File: config.mk
export PLATFORM = sky130hd
export DESIGN_NAME = peak_search
export DESIGN_NICKNAME = d
export VERILOG_FILES = /design/src/source/sync_long_pkg.sv /design/src/source/peak_search.sv
export SDC_FILE = /design/constraint.sdc
export NUM_CORES = 1
export LEC_CHECK = 0
export ABC_CLOCK_PERIOD_IN_PS = 5300
export BUFFER_PORTS_ARGS = -buffer_cell sky130_fd_sc_hd__buf_2
export CAP_MARGIN = 40
export CORE_ASPECT_RATIO = 0.7
export CORE_MARGIN = 10
export CORE_UTILIZATION = 44
export DETAILED_ROUTE_END_ITERATION = 12
export PLACE_DENSITY_LB_ADDON = 0.08
export SYNTH_ARGS = -nofsm -noshare
export SYNTH_HDL_FRONTEND = slang
export SYNTH_SLANG_ARGS = --single-unit
export TNS_END_PERCENT = 50
File: constraint.sdc
create_clock -name clock -period 5.3 [get_ports clock]
set_input_delay 0.53 -clock clock [delete_from_list [all_inputs] [get_ports clock]]
set_output_delay 0.53 -clock clock [all_outputs]
set_load 0.005 [all_outputs]
File: src/source/sync_long_pkg.sv
package sync_long_pkg;

    // one complex sample, i in the upper half
    typedef struct packed {
        logic signed [15:0] i;
        logic signed [15:0] q;
    } sample_t;

    typedef logic [15:0] sample_idx_t;  // running sample count, wraps

    typedef struct packed {
        logic [31:0] mag;               // |I| + |Q| of the correlation
        sample_idx_t idx;               // newest sample in the window
    } metric_t;

    typedef enum logic [2:0] {
        st_skipping,
        st_first_peak,
        st_second_peak,
        st_idle,
        st_symbols
    } sync_state_e;

    typedef struct packed {
        sample_t    data;
        logic [7:0] symbol;             // 0 and 1 are the training symbols
        logic       sof;
        logic       eof;
    } framed_sample_t;

    localparam int lts_taps     = 16;
    localparam int sts_tail_len = 32;
    localparam int peak_window  = 64;
    localparam int symbol_len   = 64;
    localparam int gi_long      = 16;
    localparam int gi_short     = 8;
    localparam int gap_min      = 63;
    localparam int gap_max      = 65;

    // first 16 samples of the long training symbol
    localparam sample_t lts_ref [lts_taps] = '{
        '{ 16'sd156,    16'sd0},
        '{-16'sd5,      16'sd120},
        '{ 16'sd40,     16'sd111},
        '{ 16'sd97,    -16'sd83},
        '{ 16'sd21,    -16'sd28},
        '{ 16'sd60,     16'sd88},
        '{-16'sd115,    16'sd55},
        '{-16'sd38,     16'sd106},
        '{ 16'sd98,     16'sd26},
        '{ 16'sd53,    -16'sd4},
        '{ 16'sd1,      16'sd115},
        '{-16'sd137,    16'sd47},
        '{ 16'sd24,     16'sd59},
        '{ 16'sd59,     16'sd15},
        '{-16'sd22,    -16'sd161},
        '{ 16'sd119,    16'sd4}
    };

endpackage

File: src/source/peak_search.sv
module peak_search (
    input  logic                       clock,
    input  logic                       reset,
    input  logic                       sample_stb_i,
    input  sync_long_pkg::metric_t      metric_i,
    input  logic                       metric_stb_i,
    output logic                       found_o,
    output sync_long_pkg::sample_idx_t  start_idx_o,
    output sync_long_pkg::sync_state_e  state_o
);
    import sync_long_pkg::*;

    logic [6:0]  count;                 // tail samples, then metrics per window
    logic [31:0] max1;
    logic [31:0] max2;
    sample_idx_t idx1;
    sample_idx_t idx2;
    logic        new_max1;
    logic        new_max2;
    logic        last_metric;
    sample_idx_t peak2_idx;
    sample_idx_t gap;
    logic        gap_ok;

    // strictly greater so the earliest maximum wins a tie
    assign new_max1    = metric_stb_i && (metric_i.mag > max1);
    assign new_max2    = metric_stb_i && (metric_i.mag > max2);
    assign last_metric = metric_stb_i && (count == 7'(peak_window - 1));

    // the last metric of window 2 may itself be the second peak
    assign peak2_idx = new_max2 ? metric_i.idx : idx2;
    assign gap       = peak2_idx - idx1;
    assign gap_ok    = (gap >= 16'(gap_min)) && (gap <= 16'(gap_max));

    always_ff @(posedge clock) begin
        if (reset) begin
            state_o     <= st_skipping;
            count       <= '0;
            max1        <= '0;
            max2        <= '0;
            idx1        <= '0;
            idx2        <= '0;
            found_o     <= 1'b0;
            start_idx_o <= '0;
        end else begin
            found_o <= 1'b0;
            case (state_o)
                st_skipping: begin
                    if (sample_stb_i) begin
                        if (count == 7'(sts_tail_len - 1)) begin
                            count   <= '0;
                            state_o <= st_first_peak;
                        end else begin
                            count <= count + 7'd1;
                        end
                    end
                end

                st_first_peak: begin
                    if (new_max1) begin
                        max1 <= metric_i.mag;
                        idx1 <= metric_i.idx;
                    end
                    if (last_metric) begin
                        count   <= '0;
                        state_o <= st_second_peak;
                    end else if (metric_stb_i) begin
                        count <= count + 7'd1;
                    end
                end

                st_second_peak: begin
                    if (new_max2) begin
                        max2 <= metric_i.mag;
                        idx2 <= metric_i.idx;
                    end
                    if (last_metric) begin
                        count <= '0;
                        if (gap_ok) begin
                            found_o     <= 1'b1;
                            start_idx_o <= idx1 - 16'(lts_taps - 1);  // oldest in window
                            state_o     <= st_symbols;
                        end else begin
                            state_o <= st_idle;   // wait for reset
                        end
                    end else if (metric_stb_i) begin
                        count <= count + 7'd1;
                    end
                end

                st_idle, st_symbols: begin
                    state_o <= state_o;     // held until reset
                end

                default: begin
                    state_o <= st_skipping;
                end
            endcase
        end
    end

endmodule

After elaboration in Yosys (flattened, before gate mapping) --
Index checks and enable logic that the tools add are counted.
Word-level totals: register bits after elaboration 123, memories kept 0, bits of input ports 52, RAM bits 0, bits in read-only memories 0, output and inout bits 20, logic and storage cells 56, latch bits 0
Operators by class: divide/modulo/power cells 0, multiply operators 0, eq/ne operators 11, shift-type cells 0, reductions and logical operators 14, bitwise operators 3, magnitude comparators 4, $add $sub $neg 3, multiplexer cells 13
Operators with widths (number):
- $gt A32 B32 Y1 | 2
- $mux W7 | 4
- $ge A16 B6 Y1 const B | 1
- $le A16 B7 Y1 const B | 1
- $mux W16 | 1
- $sub A16 B16 Y16 | 1
- $sub A16 B4 Y16 const B | 1
- $mux W3 | 5
- $pmux W7 S2 | 1
- $pmux W3 S4 | 1
- $ne A2 B2 Y1 const B | 4
- $add A7 B1 Y7 const B | 1
- $eq A7 B5 Y1 const B | 1
- $eq A7 B6 Y1 const B | 1
- $eq A3 B2 Y1 const B | 2
- $reduce_and A3 Y1 | 2
- $reduce_and A5 Y1 | 1
- $logic_and A1 B1 Y1 | 4
- $reduce_and A2 Y1 | 2
- $reduce_or A2 Y1 | 2
- $eq A3 B1 Y1 const B | 1
- $eq A3 B3 Y1 const B | 1
- $logic_not A3 Y1 | 1
- $ne A3 B1 Y1 const B | 1
- other kinds (4) | 6

Depth between registers and ports, before layout --
Gate-level depths: netlist of run 1.
word-level depth 9, gate-level depth with buffers 23, mapped depth without buffers 20

Worst setup path after synthesis of run 1 --
Ideal clock, no wire load.
path kind input-to-reg, from input port metric_i[43] in the netlist's numbering, to register start_idx_o[7], setup time 0.122 ns, buffers on the path 2, path slack -0.318 ns, required time 5.178 ns, stages 21, data arrival time 5.496 ns, cells stage by stage ha_1 nand4_1 or4_4 o41ai_4 a311o_2 and2_1 buf_2 buf_2 mux2i_1 ha_1 inv_1 fa_1 a211oi_1 o21ai_1 nand4_1 mux2_2 a2111oi_2 nand4_1 nor3_4 nand3_2 o311a_1
Between the ends: cells in the longest elaborated chain, start to end 7, elaborated cells on any way between the ends 8
RTL lines:
- from (decl) | line peak_search.sv:5 | input sync_long_pkg::metric_t metric_i,
- $gt A32 B32 Y1 * | line peak_search.sv:27 | assign new_max2 = metric_stb_i && (metric_i.mag > max2);
- $logic_and A1 B1 Y1 * | line peak_search.sv:27
- $mux W16 *
- $sub A16 B16 Y16 * | line peak_search.sv:32 | assign gap = peak2_idx - idx1;
- $ge A16 B6 Y1 / $le A16 B7 Y1 (equally long branches) | line peak_search.sv:33 | assign gap_ok = (gap >= 16'(gap_min)) && (gap <= 16'(gap_max));
- $logic_and A1 B1 Y1 * | line peak_search.sv:33
- $reduce_and A3 Y1 (no line) *
- to (signal assigned) | line peak_search.sv:81 | start_idx_o <= idx1 - 16'(lts_taps - 1);
- to (decl) | line peak_search.sv:8 | output sync_long_pkg::sample_idx_t start_idx_o,
Every way passes the cells marked *; elsewhere a longest branch is shown, timed or not. A chain may end at the register's enable or synchronous reset.

Final worst setup path of run 1 --
from register max2[25], to register start_idx_o[14]
Between the ends: cells in the longest elaborated chain, start to end 7, elaborated cells on any way between the ends 8
RTL lines:
- from (decl) | line peak_search.sv:15 | logic [31:0] max2;
- from (signal assigned) | line peak_search.sv:74 | max2 <= metric_i.mag;
- $gt A32 B32 Y1 * | line peak_search.sv:27
- $logic_and A1 B1 Y1 * | line peak_search.sv:27
- $mux W16 *
- $sub A16 B16 Y16 * | line peak_search.sv:32
- $ge A16 B6 Y1 / $le A16 B7 Y1 (equally long branches) | line peak_search.sv:33
- $logic_and A1 B1 Y1 * | line peak_search.sv:33
- $reduce_and A3 Y1 (no line) *
Marks and branches as above.

==> results of run 1 <==
[logic make-up (layout without fill, tap and decap cells)]
logic type / count (synthesis) / after routing / share of synthesized area, %
flops: 123 / 123 / 32.56
simple gates: 299 / 299 / 18.85
compound gates: 188 / 188 / 15.92
buf+inv: 126 / 293 / 6.635
xor+xnor: 28 / 28 / 3.243
fa+ha+maj: 82 / 82 / 13.67
mux: 67 / 67 / 9.133
[registers in the layout, indices dropped and copies added (netlist names)]
signal       cells
max1            32
max2            32
idx1            16
idx2            16
start_idx_o     16
count            7
state_o          3
found_o          1
[worst min-delay path by stage]
stage	startpoint	to	slack (ps)	cells past startpoint
global placement	max2[31]	max2[31]	440	2
finish	metric_i[4]	idx2[4]	370	3
detailed placement	idx2[6]	idx2[6]	440	2
global route	metric_i[4]	idx2[4]	360	3
CTS	metric_i[2]	idx2[2]	360	3
floorplan	idx2[10]	idx2[10]	430	2
[cells in the mapped netlist (all sizes together) (3+ instances only)]
cell | instances | area [um^2]
nand2 | 125 | 469.2
dfxtp | 123 | 2462
inv | 86 | 322.8
a21oi | 83 | 415.4
ha | 81 | 1013
nor2 | 76 | 285.3
mux2i | 51 | 510.5
nand4 | 33 | 212.7
o21ai | 29 | 145.1
clkbuf | 23 | 86.33
xnor2 | 18 | 157.7
buf | 17 | 92.58
a21o | 16 | 120.1
mux2 | 16 | 180.2
nor3 | 12 | 71.32
a31oi | 10 | 62.56
xor2 | 10 | 87.58
nand3 | 9 | 50.05
a31o | 8 | 70.07
nor3b | 8 | 90.08
o211a | 8 | 80.08
nor2b | 7 | 43.79
nor4 | 7 | 50.05
a211oi | 5 | 37.54
or2 | 4 | 25.02
a22oi | 3 | 22.52
and2 | 3 | 18.77
and3 | 3 | 18.77
and4 | 3 | 26.28
nand2b | 3 | 18.77
o211ai | 3 | 22.52
or3 | 3 | 18.77
[worst max-delay path, stage by stage (launching register included)]
cell and delay, ps:
dfxtp_2 330, inv_2 40, ha_4 260, nand4_1 130, or4_4 600, o41ai_4 340, a311o_2 180, and2_4 220
mux2i_1 210, ha_2 210, inv_2 40, fa_2 390, a211oi_4 290, nor2_2 90, xnor2_2 150, or4_4 480
mux2i_2 190, nand4_1 170, nor3_4 220, buf_6 150, buf_12 110, nand4_1 80, nor3b_2 180
[through the flow]
stage               setup slack (ps)  std cells
CTS                            1.264       1298
floorplan                      35.99        913
global placement              -406.0       1265
global route                  -120.6       1311
finish                         82.58       1311
detailed placement            -497.0       1266
[power groups by stage]
| stage | Sequential (uW) | Combinational (uW) | Clock [uW] |
|---|---|---|---|
| after floorplan | 948 | 182 | 0 |
| after global placement | 948 | 318 | 0 |
| after detailed placement | 948 | 317 | 0 |
| after CTS | 928 | 322 | 1140 |
| after global routing | 928 | 381 | 1190 |
| final | 928 | 346 | 1120 |
[timing repair]
item,4_1_cts,5_1_grt
gates cloned,0,3
resized for setup,5,50
setup endpoints to repair,19,19
buffers inserted,0,9
pin swaps,0,22
[per-layer routing]
| layer | vias to the layer above | global-route usage (%) | routed length, um |
|---|---|---|---|
| met5 | - | 0 | 0 |
| met4 | 0 | 4.091 | 202 |
| met3 | 14 | 4.390 | 1315 |
| met2 | 143 | 24.45 | 8121 |
| met1 | 3063 | 27.79 | 11630 |
| li1 | 3489 | - | - |
[cell type report]
cell class | instances | area (um^2)
multi-input cells | 664 | 4885
flip-flops and latches | 123 | 2476
clock buffers | 21 | 480.5
well taps | 231 | 289.0
repair buffers | 175 | 1215
fillers | 1563 | 7254
inverters | 86 | 322.8
clock inverters | 11 | 93.84
==> metrics.yaml, run 1 <==
grt:
  gr-usage-all-layers_pct: 18.14
  antenna_found_initial: 0
  grt_max_degree: 67
  grt_pass1_wl_um: 33430
  first_global_vias: 6387
  gr-total-overflow: 0
synth:
  synth_seq_cells: 123
  postSynthAreaPerCell_um2: 8.283
  synth_edf_count: 0
  ys_async_sr_fraction_pct: 0
  synth_ff_type: "dfxtp_1"
  synth_warnings: 0
  syn_inst: 913
  synth_seq_area_share_pct: 32.56
  synth_area_um2: 7562
  ys_types: 65
  synthesis.nets: 1047
critical_path:
  cp.arrival_ps: 5500
  critPathLaunch: "max2[25]"
  crit_required_ps: 5580
  worst_setup_path_end_kind: "flop"
  rr_worst_depth: 22
  crit_path_start_kind: "flop"
  reg2reg_setup_slack_ps: 80
  critPathMaxFanout: 7
  reg2reg_from: "max2[25]"
  r2r-end: "start_idx_o[14]"
  crit_end: "start_idx_o[14]"
  path_class: "flop to flop"
power:
  intPower_uw: 1780
  pwr-share-clk_pct: 46.8
  p_leak_uw: 0.003811
  peakVddDrop_uv: 121.9
  power.density_nw_per_um2: 245.3
  combPwrFrac_pct: 14.5
  power.total_uw: 2395
  p_sw_share_pct: 25.69
  power_switching_uw: 615.1
  seqPwrFrac_pct: 38.8
run_status:
  status: "completed"
floorplanning:
  die_x_um: 176.7
  rows: 40
  ioPinCount: 72
  die_h_um: 129.7
  dieArea_um2: 22910
  start_util_pct: 44.44
  core_um2: 17020
finish:
  drive_above_1_share_pct: 27.31
  diodes: 0
  utilization_pct: 57.37
  layout_commonest_cell: "nand2_1"
  final_cell_mix: "nand2_1 (125), dfxtp_1 (112), buf_4 (95)"
  final_cell_area_um2: 9762
  final_nets: 1201
  area_delta_synth_final_pct: 29.09
clock_network:
  clk_latency_ps: 420
  cts_sinks: 123
  clock-root-buffer: "clkbuf_16"
  cts_buffers: 17
  cts_buffer_depth: 2
  hold_buffers: 0
  clk_pin_slew_ps: 60
  htree_levels: 4
  cts_tree: "done"
routing:
  firstDrtPassIters: 5
  first_iter_violations: 538
  ant_nets: 0
  vias: 6709
  totalWireLength_um: 21270
  route.detailed.drc: 0
  wire_per_inst_um: 16.22
  vias_per_cell: 5.117
timing:
  finalCritPeriodShare_pct: 98.44
  tightest_slew_ps: 807.1
  drv_slew: 0
  clock_skew_ps: 7.453
  slew_headroom_pct: 45.70
  hold_violations: 0
  max_clock_freq_ghz: 0.1917
  tns_ps: 0
  setup_viol: 0
  rsz0062_at_grt: "true"
  whs_ps: 371.6
  fin_crit_ps: 5217
worst_hold_path:
  min_path_type: "primary input to flop"
place:
  port_buffers: 71
  place_congestion: 0.8800
  place_hpwl_um: 15080
  dpl-instance-area_um2: 8796
flow_run:
  cap_viol_max_count: 0
(Power assumes the default switching activity.)
==> run 2: changes to the inputs <==
--- a/config.mk
+++ b/config.mk
@@ -10,7 +10,7 @@
 export CAP_MARGIN = 40
 export CORE_ASPECT_RATIO = 0.7
 export CORE_MARGIN = 10
-export CORE_UTILIZATION = 44
+export CORE_UTILIZATION = 45
 export DETAILED_ROUTE_END_ITERATION = 12
 export PLACE_DENSITY_LB_ADDON = 0.08
 export SYNTH_ARGS = -nofsm -noshare
==> run 2 against run 1 <==
  * Die area decreased by 1.9%
  * Core utilization increased by 1.4 points
  * Count of clock-buffer cells in the layout decreased by 2
  * Critical endpoint is now start_idx_o[12]
  * Via count increased by 0.15%
  * Non-clock buffer count decreased by 4
  * Highest routed layer unchanged
  * Maximum frequency increased by 1.4%
==> metrics.yaml, run 2 (synthesis gave the netlist of run 1 again) <==
grt:
  first_global_vias: 6349
  gr-usage-all-layers_pct: 18.15
  gr-total-overflow: 0
  grt_pass1_wl_um: 33210
  antenna_found_initial: 0
  grt_max_degree: 59
critical_path:
  crit_path_start_kind: "flop"
  critPathMaxFanout: 7
  reg2reg_from: "max2[19]"
  reg2reg_setup_slack_ps: 150
  worst_setup_path_end_kind: "flop"
  path_class: "flop to flop"
  rr_worst_depth: 22
  r2r-end: "start_idx_o[12]"
  crit_end: "start_idx_o[12]"
  crit_required_ps: 5610
  cp.arrival_ps: 5460
  critPathLaunch: "max2[19]"
routing:
  totalWireLength_um: 20350
  route.detailed.drc: 0
  firstDrtPassIters: 4
  ant_nets: 0
  wire_per_inst_um: 15.64
  vias_per_cell: 5.164
  first_iter_violations: 417
  vias: 6719
timing:
  finalCritPeriodShare_pct: 97.09
  clock_skew_ps: 10.20
  tightest_slew_ps: 866.7
  max_clock_freq_ghz: 0.1943
  drv_slew: 0
  fin_crit_ps: 5146
  hold_violations: 0
  rsz0062_at_grt: "true"
  slew_headroom_pct: 41.68
  setup_viol: 0
  fin_ws_ps: 154.2
clock_network:
  cts_sinks: 123
  cts_buffers: 17
  cts_tree: "done"
  clk_pin_slew_ps: 60
  clk_latency_ps: 420
  cts_buffer_depth: 2
  htree_levels: 4
  clock-root-buffer: "clkbuf_16"
flow_run:
  cap_viol_max_count: 0
worst_hold_path:
  min_path_type: "primary input to flop"
floorplanning:
  rows: 39
  die_h_um: 128.5
  ioPinCount: 72
  core_um2: 16400
  die_x_um: 174.9
  dieArea_um2: 22470
  start_util_pct: 46.12
place:
  dp_slack_ps: -537.7
  place_inst: 1265
  dpl-instance-area_um2: 8842
  place_congestion: 0.9023
  port_buffers: 71
  place_hpwl_um: 14790
finish:
  drive_above_1_share_pct: 25.74
  reg.largest.list: "max1: 32 flops, max2: 32 flops"
  area_delta_synth_final_pct: 27.35
  layout_commonest_cell: "nand2_1"
  stdcell_count: 1301
  final_cell_mix: "nand2_1 (125), dfxtp_1 (114), buf_4 (94)"
  final_nets: 1197
  diodes: 0
  final_cell_area_um2: 9630
power:
  p_leak_uw: 0.003766
  peakVddDrop_uv: 155.9
  power.density_nw_per_um2: 248.1
run_status:
  status: "completed"
run 2: worst max-delay path: stages, from the launching register on:
cell and delay, ps:
dfxtp_1 330, inv_1 70, ha_4 270, nand4_1 120, or4_4 570, o41ai_4 320, a311o_2 170, and2_4 220
mux2i_2 240, ha_2 210, inv_2 50, fa_2 390, a211oi_4 270, o21ai_2 120, buf_4 160, and3_1 180
a21boi_0 230, xor2_1 220, nand4_1 170, nor3_4 230, nand3_2 130, buf_6 160, o211a_1 210
run 2: how the worst min path moves through the flow:
stage / startpoint / to / slack, ps / cells past startpoint
floorplan: idx2[10] / idx2[10] / 430 / 2
global placement: idx2[12] / idx2[12] / 440 / 2
detailed placement: idx2[11] / idx2[11] / 440 / 2
CTS: metric_i[8] / idx2[8] / 360 / 3
global route: metric_i[4] / idx2[4] / 370 / 3
finish: metric_i[8] / idx2[8] / 370 / 3
run 2: routing by layer:
layer  up-vias  wire length, um  track usage, %
li1       3502                -               -
met1      3087            11300           27.64
met2       112             7851           25.00
met3        18              996           3.770
met4         0              201           4.771
met5         -                0               0
run 2: cell type report:
class / count / area, um^2
sequential: 123 / 2474
fill: 1523 / 6765
tap: 225 / 281.5
inverter: 86 / 322.8
clock buffer: 19 / 432.9
clock inverter: 13 / 127.6
timing repair buffer: 171 / 1165
multi-input combinational: 664 / 4827
run 2: power by group:
group	total [uW]	switching [uW]	internal, uW
combinational	345	181	164
sequential	928	1.52	927
clock	1120	431	685
run 2: timing repair:
action	CTS	global route
hold buffers	0	0
pin swaps	0	31
setup buffers	0	4
resized for setup	4	43
setup endpoints to repair	19	20
run 2: per-stage QoR:
stage	utilization [%]	hold slack (ps)	setup TNS, ps	total power (uW)
2_1_floorplan	-	432.9	0	1130
3_3_place_gp	53.84	443.2	-7553	1270
3_5_place_dp	53.93	443.9	-9365	1270
4_1_cts	57.41	358.8	0	2392
5_1_grt	58.74	366.4	-797.9	2491
6_report	58.74	368.1	0	2389
