**src/source/sync_long_pkg.sv**
```systemverilog
package sync_long_pkg;

    // one complex sample, i in the upper half
    typedef struct packed {
        logic signed [15:0] i;
        logic signed [15:0] q;
    } sample_t;

    typedef logic [15:0] sample_idx_t;  // running sample count, wraps

    typedef struct packed {
        logic [31:0] mag;               // |I| + |Q| of the correlation
        sample_idx_t idx;               // newest sample in the window
    } metric_t;

    typedef enum logic [2:0] {
        st_skipping,
        st_first_peak,
        st_second_peak,
        st_idle,
        st_symbols
    } sync_state_e;

    typedef struct packed {
        sample_t    data;
        logic [7:0] symbol;             // 0 and 1 are the training symbols
        logic       sof;
        logic       eof;
    } framed_sample_t;

    localparam int lts_taps     = 16;
    localparam int sts_tail_len = 32;
    localparam int peak_window  = 64;
    localparam int symbol_len   = 64;
    localparam int gi_long      = 16;
    localparam int gi_short     = 8;
    localparam int gap_min      = 63;
    localparam int gap_max      = 65;

    // first 16 samples of the long training symbol
    localparam sample_t lts_ref [lts_taps] = '{
        '{ 16'sd156,    16'sd0},
        '{-16'sd5,      16'sd120},
        '{ 16'sd40,     16'sd111},
        '{ 16'sd97,    -16'sd83},
        '{ 16'sd21,    -16'sd28},
        '{ 16'sd60,     16'sd88},
        '{-16'sd115,    16'sd55},
        '{-16'sd38,     16'sd106},
        '{ 16'sd98,     16'sd26},
        '{ 16'sd53,    -16'sd4},
        '{ 16'sd1,      16'sd115},
        '{-16'sd137,    16'sd47},
        '{ 16'sd24,     16'sd59},
        '{ 16'sd59,     16'sd15},
        '{-16'sd22,    -16'sd161},
        '{ 16'sd119,    16'sd4}
    };

endpackage

```
**src/source/symbol_framer.sv**
```systemverilog
module symbol_framer #(
    parameter int buf_addr_w = 8
) (
    input  logic                       clock,
    input  logic                       reset,
    input  logic                       found_i,
    input  sync_long_pkg::sample_idx_t  start_idx_i,
    input  sync_long_pkg::sample_idx_t  wr_idx_i,
    input  logic                       short_gi_i,
    output sync_long_pkg::sample_idx_t  rd_idx_o,
    input  sync_long_pkg::sample_t      rd_data_i,
    output sync_long_pkg::framed_sample_t out_o,
    output logic                       out_stb_o
);
    import sync_long_pkg::*;

    logic                    active;    // set once the preamble is found
    logic                    loading;   // reading a symbol out
    sample_idx_t             rd_idx;
    logic [5:0]              offset;    // position within the symbol
    logic [7:0]              sym_cnt;
    logic signed [buf_addr_w:0] lead;
    logic                    start_sym;
    logic                    last_in_sym;
    sample_idx_t             gi_skip;
    logic                    tag_stb;
    logic                    tag_sof;
    logic                    tag_eof;
    logic [7:0]              tag_sym;

    // the writer never legally runs more than one buffer depth ahead
    assign lead = wr_idx_i[buf_addr_w:0] - rd_idx[buf_addr_w:0];

    assign start_sym   = active && !loading && (lead >= symbol_len);
    assign last_in_sym = loading && (offset == 6'(symbol_len - 1));
    assign gi_skip     = short_gi_i ? 16'(gi_short) : 16'(gi_long);

    always_ff @(posedge clock) begin
        if (reset) begin
            active  <= 1'b0;
            loading <= 1'b0;
            rd_idx  <= '0;
            offset  <= '0;
            sym_cnt <= '0;
        end else if (found_i) begin
            active  <= 1'b1;
            loading <= 1'b0;
            rd_idx  <= start_idx_i;
            offset  <= '0;
            sym_cnt <= '0;
        end else if (start_sym) begin
            loading <= 1'b1;
            offset  <= '0;
        end else if (loading) begin
            offset <= offset + 6'd1;
            if (last_in_sym) begin
                loading <= 1'b0;
                sym_cnt <= sym_cnt + 8'd1;
                // training symbols are back to back, data symbols skip the gi
                if (sym_cnt != 8'd0) begin
                    rd_idx <= rd_idx + 16'd1 + gi_skip;
                end else begin
                    rd_idx <= rd_idx + 16'd1;
                end
            end else begin
                rd_idx <= rd_idx + 16'd1;
            end
        end
    end

    // tags trail the address by the buffer read latency
    always_ff @(posedge clock) begin
        if (reset) begin
            tag_stb <= 1'b0;
            tag_sof <= 1'b0;
            tag_eof <= 1'b0;
            tag_sym <= '0;
        end else begin
            tag_stb <= loading;
            tag_sof <= loading && (offset == 6'd0);
            tag_eof <= last_in_sym;
            tag_sym <= sym_cnt;
        end
    end

    assign rd_idx_o     = rd_idx;
    assign out_o.data   = rd_data_i;
    assign out_o.symbol = tag_sym;
    assign out_o.sof    = tag_sof;
    assign out_o.eof    = tag_eof;
    assign out_stb_o    = tag_stb;

endmodule

```
**config.mk**
```make
export PLATFORM = sky130hd
export DESIGN_NAME = symbol_framer
export DESIGN_NICKNAME = d
export VERILOG_FILES = /design/src/source/sync_long_pkg.sv /design/src/source/symbol_framer.sv
export SDC_FILE = /design/constraint.sdc
export NUM_CORES = 1
export LEC_CHECK = 0
export ABC_AREA = 1
export BUFFER_PORTS_ARGS = -buffer_cell sky130_fd_sc_hd__buf_4
export CAP_MARGIN = 15
export CORE_ASPECT_RATIO = 0.75
export CORE_MARGIN = 2
export CORE_UTILIZATION = 48
export DETAILED_ROUTE_END_ITERATION = 10
export PLACE_DENSITY = 0.8
export SLEW_MARGIN = 10
export SYNTH_ARGS = -nofsm -noshare
export SYNTH_HDL_FRONTEND = slang
export SYNTH_SLANG_ARGS = --single-unit
```
**constraint.sdc**
```tcl
create_clock -name clock -period 3.1 [get_ports clock]
set_clock_uncertainty 0.15 [all_clocks]
set_input_delay 0.31 -clock clock [delete_from_list [all_inputs] [get_ports clock]]
set_output_delay 0.31 -clock clock [all_outputs]
set_load 0.005 [all_outputs]
```
### Yosys cells after proc, flatten, opt, wreduce, memory -nomap -nowiden

Index checks and enable logic that the tools add are counted.
W data, S select, Z words.

* bits in registers: 43
* input bits: 68

* muxes and demuxes: 9
* bitwise logic cells: 1
* reductions and logical operators: 12
* add/subtract/negate cells: 5
* equality and inequality tests: 2
* order comparisons: 1

Operator list (count)
* $mux W16: 5
* $add A16 B1 Y16 const B: 1
* $add A16 B5 Y16: 1
* $ge A9 B8 Y1 const B: 1
* $sub A9 B9 Y9: 1
* $add A8 B1 Y8 const B: 1
* $reduce_bool A8 Y1: 1
* $add A6 B1 Y6 const B: 1
* $eq A6 B6 Y1 const B: 1
* $logic_not A6 Y1: 1
* $mux W5: 1
* $logic_and A1 B1 Y1: 4
* $mux W1: 3
* $reduce_and A3 Y1: 1
* $reduce_or A3 Y1: 1
* $ne A2 B2 Y1 const B: 1
* $reduce_and A2 Y1: 1
* $reduce_bool A2 Y1: 1
* $reduce_or A2 Y1: 1
* $logic_not A1 Y1: 1
* $not A1 Y1: 1

### Logic depth before layout (Yosys ltp)

Gate-level depths: netlist of run 1.

* depth in word-level cells: 7
* depth in mapped cells: 15
* gate-level depth less buffers: 15

### Worst setup path before layout of run 1

No wires, ideal clock.

* path kind: register -> register
* from: reg rd_idx[1] (netlist: rd_idx_o[1])
* to: reg rd_idx[14] (netlist: rd_idx_o[14])
* setup slack: 0.643 ns
* cell stages (with the launch flop): 16
* arrival: 2.239 ns
* required time: 2.883 ns
* clock period less this slack: 2.457 ns
* setup time: 0.067 ns
* cell sequence: dfxtp_1 -> ha_1 -> nand2_1 -> nor2_2 -> xor2_1 -> inv_1 -> ha_1 -> a21oi_1 -> nand3b_1 -> nor2_4 -> nand3_2 -> clkinv_1 -> nand2_1 -> nand2_1 -> nand3_1 -> a21oi_2

* longest elaborated chain between the ends: 7
* elaborated cells between the ends (all ways): 12

Ends and longest elaborated chain
* from (decl): line symbol_framer.sv:19 `sample_idx_t rd_idx;`
* from (signal assigned): line symbol_framer.sv:48 `rd_idx <= start_idx_i;`
* from (signal assigned): line symbol_framer.sv:61 `rd_idx <= rd_idx + 16'd1 + gi_skip;`
* from (signal assigned): line symbol_framer.sv:63 `rd_idx <= rd_idx + 16'd1;`
* $add A16 B1 Y16: line symbol_framer.sv:61, symbol_framer.sv:63, symbol_framer.sv:66
* $add A16 B5 Y16: line symbol_framer.sv:61
* $mux W16: line symbol_framer.sv:60 `if (sym_cnt != 8'd0) begin`
* $mux W16: line symbol_framer.sv:56 `if (last_in_sym) begin`
* $mux W16: line symbol_framer.sv:54 `end else if (loading) begin`
* $mux W16: line symbol_framer.sv:51 `end else if (start_sym) begin`
* $mux W16: line symbol_framer.sv:45 `end else if (found_i) begin`

Several ways; a longest one is shown, not always the timed one. The select of a mux whose other input is x is not followed.
A chain may end at the register's enable or synchronous reset.

### Worst setup path after layout of run 1

Same ends and word-level chain as after synthesis.

==> results of run 1 <==
[per-stage QoR]
stage                     power (mW)   util
after global routing            1.33  0.555
after CTS                       1.28  0.555
final                           1.26  0.555
after floorplan                0.760      -
after detailed placement       0.811  0.537
after global placement         0.805  0.537
[sequential cells by signal, summed over array words and instances (netlist names)]
name	flops
rd_idx_o	16
tag_sof	1
sym_cnt	8
tag_sym	8
loading	1
tag_eof	1
offset	6
out_stb_o	1
active	1
[final cells by class]
class | instances | area, um^2
well taps | 81 | 101
multi-input cells | 301 | 1760
fillers | 594 | 2800
clock buffers | 5 | 68.8
inverters | 60 | 226
clock inverters | 3 | 46.3
flip-flops and latches | 43 | 863
repair buffers | 57 | 428
[cells in the final DEF, fill, tap and decap left out, types with 5 or more instances in the layout]
master	synthesis	final
a22oi_1	7	7
nand4_1	6	6
a21oi_1	25	25
clkbuf_8	0	5
nand2_2	12	12
nor3_1	5	5
nor2_4	7	7
dfxtp_1	43	41
buf_4	34	57
xor2_1	7	7
nor2_2	7	7
inv_1	53	53
nor2_1	39	39
a31oi_1	6	6
nand3_1	32	32
nand2_1	85	85
ha_1	15	15
inv_2	5	5
o21ai_0	13	13
[routing by layer]
metal / share of wire / wire length [um] / up-vias / GRT usage
met1: 0.48 / 3460 / 1317 / 0.277
met4: 0.0039 / 28 / 0 / 0.0407
met3: 0.060 / 434 / 6 / 0.0533
met5: 0 / 0 / - / 0
li1: - / - / 1442 / -
met2: 0.46 / 3280 / 66 / 0.345
[worst max-delay path: cells and delay by family (launching register included)]
family | cells | cell delay, ns
AO/OA/AOI/OAI | 2 | 0.18
XOR/XNOR | 1 | 0.23
adder cells (fa/ha/maj) | 2 | 0.52
buffers and inverters | 2 | 0.19
flip-flops | 1 | 0.41
AND/OR/NAND/NOR | 8 | 0.96
[where the power goes]
| group | internal, mW | switching (mW) | leakage (nW) | total (mW) |
|---|---|---|---|---|
| clock network | 0.243 | 0.218 | 0.0548 | 0.461 |
| registers | 0.568 | 0.0235 | 0.351 | 0.591 |
| logic | 0.0947 | 0.115 | 1.14 | 0.209 |
| total | 0.906 | 0.356 | 1.55 | 1.26 |
[worst min path at each step]
stage / slack, ns / start / end
global route: 0.14 / start_idx_i[8] / rd_idx_o[8]
CTS: 0.14 / start_idx_i[8] / rd_idx_o[8]
finish: 0.14 / start_idx_i[8] / rd_idx_o[8]
detailed placement: 0.31 / sym_cnt[3] / sym_cnt[4]
global placement: 0.30 / sym_cnt[3] / sym_cnt[4]
floorplan: 0.29 / sym_cnt[3] / sym_cnt[4]
[cells by family after synthesis]
logic type / count (synthesis)
xor+xnor: 11
simple gates: 211
buf+inv: 100
flops: 43
fa+ha+maj: 17
compound gates: 62
==> impl_metrics.tcl, run 1 <==
set metrics [dict create \
    final-instance-count-excl-fill 550 \
    setup_violations 0 \
    critical_path.endpoint_type "register" \
    grt_util_all_layers 0.207 \
    io_count 127 \
    yosysWarningCount 0 \
    netlist.top_cell.by_area "dfxtp_1" \
    worst_r2r_start "rd_idx_o[1]" \
    cts_made_buffers 5 \
    detailroute.via_count 2831 \
    ordered_list_of_cells_on_the_worst_path "ha_1 > nand2_1 > nor2_2 > xor2_1 > inv_1 > ha_1 > a21oi_1 > nand3b_1 > nor2_4 > nand3_2 > clkinv_1 > nand2_1 > nand2_1 > nand3_1 > a21oi_2" \
    fin_hold_ws_ns 0.143 \
    worstSkewPairLatency_ns 0.31 \
    gpl.final_weighted_congestion 0.864 \
    count_of_inserted_antenna_diode_cells 0 \
    drc 0 \
    die_area_um2 7170 \
    worst-endpoint-required_ns 3.20 \
    ctsRootBufferMaster "clkbuf_8" \
    cts_repair_resize_count 0 \
    rows 25 \
    cts_max_path_buffers 2 \
    drt_wirelength_mm 7.20 \
    p_leak_nw 1.55 \
    finalWorstSetupSlack_ns 0.413 \
    cp-startpoint "rd_idx_o[1]" \
    irDropWorstVdd_mv 0.233 \
    crit_end "rd_idx_o[14]" \
    synth.top_cells.by_area "dfxtp_1, nand2_1, buf_4" \
    worst_r2r_endpoint "rd_idx_o[14]" \
    muxShareOfSynthArea 0 \
    wire_length_of_the_first_global_routing_pass_mm 12.0 \
    r2r_setup_slack_ns 0.41 \
    final_layout_size_suffix_gt1_frac 0.237 \
    synthesis.area_um2 3120 \
    critPathSlowestCell "dfxtp_2" \
    port_buffers 55 \
    setup.worst_path.start_class "register" \
    synth-compound-area-share 0.115 \
    hold_class "in -> reg" \
    cp_slowest_stage_delay_ns 0.41 \
    tritoncts "yes" \
    report.final.hold_viol_count 0 \
    floorplan.initialDensity 0.497 \
    synth_top_family_by_area "simple AND/OR/NAND/NOR gates" \
    syn_inst 444 \
    synth.net_count 529 \
    clock_sinks 43 \
    worstPathMaxFanout 7 \
    synthArstFlopShare 0 \
    fin_nets 553 \
    synthDominantCellAreaShare 0.276 \
    initial_antenna_violation_count 0 \
    drt-wirelength-per-cell_um 13.1 \
    pwr_density_cell_nw_per_um2 361 \
    chipHeight_um 73.8 \
    die_x_um 97.1 \
    dp_cells 542 \
    detailed_place_hpwl_mm 5.55 \
    h-tree-depth 2 \
    hold_path_depth 3 \
    synth-xor-area-share 0.0309 \
    post-synth-top-count-cell "nand2_1" \
    grt_setup_unrepaired "false" \
    postSynthRegisterBits 43 \
    grt_max_degree 26 \
    netlist-cell-type-count 37 \
    setup_total_neg_slack_ns 0 \
    synthFlopType "dfxtp_1" \
    core_box_area_um2 6290 \
    final.period_utilization 0.867 \
    placement.cell_area_um2 3370 \
    max_freq_mhz 372 \
    postSynthAreaPerCell_um2 7.03 \
    post-place-ws_ns 0.347 \
    outcome "finished clean" \
    arrival_time_at_the_worst_endpoint_ns 2.79 \
    cap_violations 0 \
    route.detailed.vias_per_inst 5.15 \
    synth.yosys.seq_area_share 0.276 \
    clkTransAtPathRegs_ns 0.10 \
    finalMaxSlewViolations 0 \
    drt.antenna.violating_nets 0 \
    timing.final.crit_period_ns 2.69 \
    synth_simple_gate_area_frac 0.344 \
    number_of_global_route_vias_before_repair 2604 \
    cpMostUsedCell "nand2_1" \
    class_of_the_most_critical_setup_path "reg -> reg" \
    yosys.area_share.adder 0.0729 \
    globalRouteOverflowTotal 0 \
    cts_setup_buffers 0 \
    first_iter_violations 201 \
    synth_edf_count 0 \
    cts_hold_repair.buffers 0 \
    synth_commonest_cells "nand2_1, inv_1, dfxtp_1, nor2_1, buf_4" \
    r2r.worst_path.cells 15 \
    growth_of_design_area_from_synthesis_to_finish_pct 11.8 \
    slew_headroom 0.655 \
    drt-pass1-iter-count 4 \
    tightestPinTransition_ns 0.516 \
    stdcell_area_um2 3490 \
]
(Power assumes the default switching activity.)
==> inputs of run 2 (changes only) <==
Settings changed: CELL_PAD_IN_SITES_DETAIL_PLACEMENT set to 0, CELL_PAD_IN_SITES_GLOBAL_PLACEMENT set to 2, CORE_UTILIZATION 48 to 25, PLACE_DENSITY 0.8 to unset, PLACE_DENSITY_LB_ADDON set to 0.1.
==> impl_metrics.tcl, run 2 (synthesis results as in run 1) <==
set metrics [dict create \
    floorplan.initialDensity 0.256 \
    h-tree-depth 2 \
    growth_of_design_area_from_synthesis_to_finish_pct 18.5 \
    grt_setup_unrepaired "false" \
    slew_headroom 0.657 \
    number_of_global_route_vias_before_repair 2773 \
    setup_violations 0 \
    count_of_inserted_antenna_diode_cells 0 \
    ff_latch_area_um2 861 \
    detailroute.via_count 2760 \
    irDropWorstVdd_mv 0.170 \
    fin_nets 557 \
    core_box_area_um2 12200 \
    final_layout_size_suffix_gt1_frac 0.237 \
    report.final.hold_viol_count 0 \
    class_of_the_most_critical_setup_path "reg -> reg" \
    post-route-util 0.303 \
    first_iter_violations 109 \
    die_x_um 133 \
    placement.cell_area_um2 3510 \
    layout.filler_cells 1356 \
    grt_util_all_layers 0.141 \
    drt_wirelength_mm 9.01 \
    drt.antenna.violating_nets 0 \
    max_freq_mhz 376 \
    cts_max_path_buffers 2 \
    cts_hold_repair.buffers 0 \
    drt-wirelength-per-cell_um 14.1 \
    port_buffers 55 \
    io_count 127 \
    initial_antenna_violation_count 0 \
    clock_sinks 43 \
    hold_class "in -> reg" \
    gpl.final_weighted_congestion 0.736 \
    rows 35 \
    multiInputGateArea_um2 1760 \
    grt_max_degree 26 \
    critical_path.endpoint_type "register" \
    wire_length_of_the_first_global_routing_pass_mm 14.7 \
    setup.worst_path.start_class "register" \
    finalMaxSlewViolations 0 \
    drc 0 \
    cap_violations 0 \
    cts_repair_resize_count 0 \
    die_area_um2 13400 \
    stdcell_area_um2 3700 \
    final-instance-count-excl-fill 639 \
    layout.cells.most_common "nand2_1" \
    globalRouteOverflowTotal 0 \
    dp_cells 631 \
    p_leak_nw 1.61 \
    timing.final.crit_period_ns 2.66 \
    chipHeight_um 101 \
    detailed_place_hpwl_mm 7.03 \
    tightestPinTransition_ns 0.512 \
    worstSkewPairLatency_ns 0.29 \
    outcome "finished clean" \
    clkTransAtPathRegs_ns 0.07 \
    tritoncts "yes" \
    route.detailed.vias_per_inst 4.32 \
    worst-endpoint-required_ns 3.18 \
    ctsRootBufferMaster "clkbuf_16" \
    largest_register_ffs 16 \
    final.period_utilization 0.858 \
    worstPathMaxFanout 4 \
    drt-pass1-iter-count 4 \
    cts_setup_buffers 0 \
    pwr_density_cell_nw_per_um2 407 \
    setup_total_neg_slack_ns 0 \
    arrival_time_at_the_worst_endpoint_ns 2.74 \
    cts_made_buffers 5 \
    highest_count_cells_in_the_layout_ignoring_fill_and_taps "nand2_1, buf_4, inv_1" \
]
run 2: cell types whose count changed in the layout (fill, tap and decap cells not counted):
cell	before	now
buf_4	57	61
bufinv_16	1	2
clkbuf_1	0	1
clkbuf_16	0	5
clkbuf_8	5	0
clkinvlp_4	1	0
dfxtp_1	41	43
dfxtp_2	2	0
inv_6	1	0
run 2: layout make-up:
cell class | instances | area share
Multi-Input combinational cell | 301 | 0.475
Sequential cell | 43 | 0.233
Timing Repair Buffer | 61 | 0.124
Inverter | 60 | 0.0612
Tap cell | 166 | 0.0562
Clock buffer | 6 | 0.0348
Clock inverter | 2 | 0.0162
run 2: stage by stage:
step	power (mW)	setup WS [ns]	hold WS (ns)
2_1_floorplan	0.760	0.643	0.286
3_3_place_gp	0.825	0.484	0.304
3_5_place_dp	0.827	0.471	0.315
4_1_cts	1.54	0.428	0.138
5_1_grt	1.59	0.184	0.160
6_report	1.51	0.439	0.149
run 2: worst paths after layout:
check	start	to	slack [ns]	depth (start not counted)
worst max register to register	rd_idx_o[1]	rd_idx_o[14]	0.44	15
worst max-delay path	rd_idx_o[1]	rd_idx_o[14]	0.44	15
worst min register to register	active	active	0.33	2
worst min-delay path	start_idx_i[7]	rd_idx_o[7]	0.15	3
run 2: routing by layer:
layer	track usage	vias to the layer above	share of wire
met3	0.0342	16	0.047
met2	0.200	56	0.39
met5	0	-	0
met1	0.210	1232	0.55
li1	-	1456	-
met4	0.0422	0	0.011
run 2: critical path, cell delays in order (launching register included):
cell and delay (ns):
dfxtp_1 0.34, ha_1 0.23, nand2_1 0.10, nor2_2 0.17
xor2_1 0.22, inv_1 0.11, ha_1 0.29, a21oi_1 0.05
nand3b_1 0.24, nor2_4 0.20, nand3_2 0.11, clkinv_1 0.08
nand2_1 0.05, nand2_1 0.05, nand3_1 0.08, a21oi_2 0.11
run 2: report_power, final:
group,switching [mW],internal [mW],leakage (nW)
clock,0.232,0.463,0.0911
sequential,0.0202,0.568,0.350
combinational,0.125,0.0979,1.17
total,0.377,1.13,1.61
==> inputs of run 3 (changes only) <==
Settings changed: REMOVE_ABC_BUFFERS set to 1.
==> impl_metrics.tcl, run 3 (synthesis results as in run 1) <==
set metrics [dict create \
    outcome "finished clean" \
    hold_class "in -> reg" \
    die_area_um2 13400 \
    cp_slowest_stage_delay_ns 0.40 \
    detailed_place_hpwl_mm 7.74 \
    drt.antenna.violating_nets 0 \
    cts_made_buffers 5 \
    route.detailed.vias_per_inst 4.43 \
    ff_latch_area_um2 862 \
    setup.worst_path.start_class "register" \
    growth_of_design_area_from_synthesis_to_finish_pct 17.4 \
    final_layout_size_suffix_gt1_frac 0.238 \
    port_buffers 55 \
    cts_max_path_buffers 2 \
    worst-endpoint-required_ns 3.18 \
    clock_sinks 43 \
    ordered_list_of_cells_on_the_worst_path "ha_1 > nand2_1 > nor2_2 > xor2_1 > inv_1 > ha_1 > a21oi_1 > nand3b_1 > nor2_4 > nand3_2 > clkinv_1 > nand2_1 > nand2_1 > nand3_1 > a21oi_2" \
    class_of_the_most_critical_setup_path "reg -> reg" \
    worst_path_dominant_cell_family "simple AND/OR/NAND/NOR gates" \
    h-tree-depth 2 \
    p_leak_nw 1.59 \
    highest_count_cells_in_the_layout_ignoring_fill_and_taps "nand2_1, buf_4, inv_1" \
    drt-pass1-iter-count 4 \
    post-route-util 0.300 \
    io_count 127 \
    drc 0 \
    cts_setup_buffers 0 \
    grt_setup_unrepaired "false" \
    chipHeight_um 101 \
    wire_length_of_the_first_global_routing_pass_mm 15.2 \
    multiInputGateArea_um2 1760 \
    final.period_utilization 0.887 \
    arrival_time_at_the_worst_endpoint_ns 2.83 \
    critPathSlowestCell "dfxtp_2" \
    first_iter_violations 116 \
    finalMaxSlewViolations 0 \
    detailroute.via_count 2824 \
    clkTransAtPathRegs_ns 0.07 \
    cp.buffers_inverters 2 \
    pwr_density_cell_nw_per_um2 390 \
    rows 35 \
    setup_total_neg_slack_ns 0 \
    grt_util_all_layers 0.150 \
    grt_max_degree 26 \
    count_of_inserted_antenna_diode_cells 0 \
    layout.cells.most_common "nand2_1" \
    largest_register_ffs 16 \
    worstSkewPairLatency_ns 0.29 \
    drt_wirelength_mm 9.76 \
    cap_violations 0 \
    timing.final.crit_period_ns 2.75 \
    floorplan.initialDensity 0.256 \
    globalRouteOverflowTotal 0 \
    slew_headroom 0.596 \
    initial_antenna_violation_count 0 \
    tightestPinTransition_ns 0.604 \
    worstPathMaxFanout 7 \
    irDropWorstVdd_mv 0.191 \
    drt-wirelength-per-cell_um 15.3 \
    max_freq_mhz 364 \
    report.final.hold_viol_count 0 \
    setup_violations 0 \
    die_x_um 133 \
    tritoncts "yes" \
    layout.filler_cells 1363 \
    fin_nets 555 \
    cpMostUsedCell "nand2_1" \
    gpl.final_weighted_congestion 0.756 \
    critical_path.endpoint_type "register" \
    ctsRootBufferMaster "clkbuf_16" \
    number_of_global_route_vias_before_repair 2682 \
    core_box_area_um2 12200 \
]
==> run 3: power by group <==
group	switching [mW]	internal, mW
logic	0.120	0.0959
clock network	0.242	0.381
registers	0.0225	0.568
==> run 3: final timing paths <==
| path | startpoint | depth (start not counted) | to | slack (ns) |
|---|---|---|---|---|
| min reg2reg | sym_cnt[3] | 1 | sym_cnt[4] | 0.32 |
| max | rd_idx_o[1] | 15 | rd_idx_o[14] | 0.35 |
| max reg2reg | rd_idx_o[1] | 15 | rd_idx_o[14] | 0.35 |
| min | start_idx_i[6] | 3 | rd_idx_o[6] | 0.15 |
==> run 3: what timing repair did <==
| action | CTS | global route |
|---|---|---|
| hold buffers | 0 | 0 |
| gates resized for setup | 0 | 1 |
| setup endpoints to repair | 0 | 1 |
==> run 3: layer usage <==
layer	vias up	GRT usage	share of wire
met4	0	0.0298	0.0056
li1	1454	-	-
met5	-	0.00741	0
met3	4	0.0764	0.095
met2	88	0.190	0.36
met1	1278	0.221	0.54
==> run 3: metrics by stage <==
step	worst slack (ns)	instance area [um^2]	hold WS, ns	power, mW	std cells
detailed placement	0.270	3490	0.306	0.823	629
global route	0.0891	3660	0.154	1.51	637
finish	0.349	3660	0.155	1.43	637
global placement	0.324	3490	0.311	0.823	629
CTS	0.229	3660	0.144	1.46	637
floorplan	0.644	2840	0.222	0.719	404
==> run 3: area by class of cell <==
cell class	instances	share of cell area
Inverter	60	0.0618
Tap cell	166	0.0567
Clock buffer	5	0.0341
Multi-Input combinational cell	301	0.479
Timing Repair Buffer	59	0.121
Clock inverter	3	0.0119
Sequential cell	43	0.235
==> run 3: worst reg2reg max path, delay by kind of cell, from the launching register on <==
family / cells / cell delay (ns)
AO/OA/AOI/OAI: 2 / 0.18
AND/OR/NAND/NOR: 8 / 1.04
buffers and inverters: 2 / 0.18
flip-flops: 1 / 0.40
adder cells (fa/ha/maj): 2 / 0.52
XOR/XNOR: 1 / 0.22
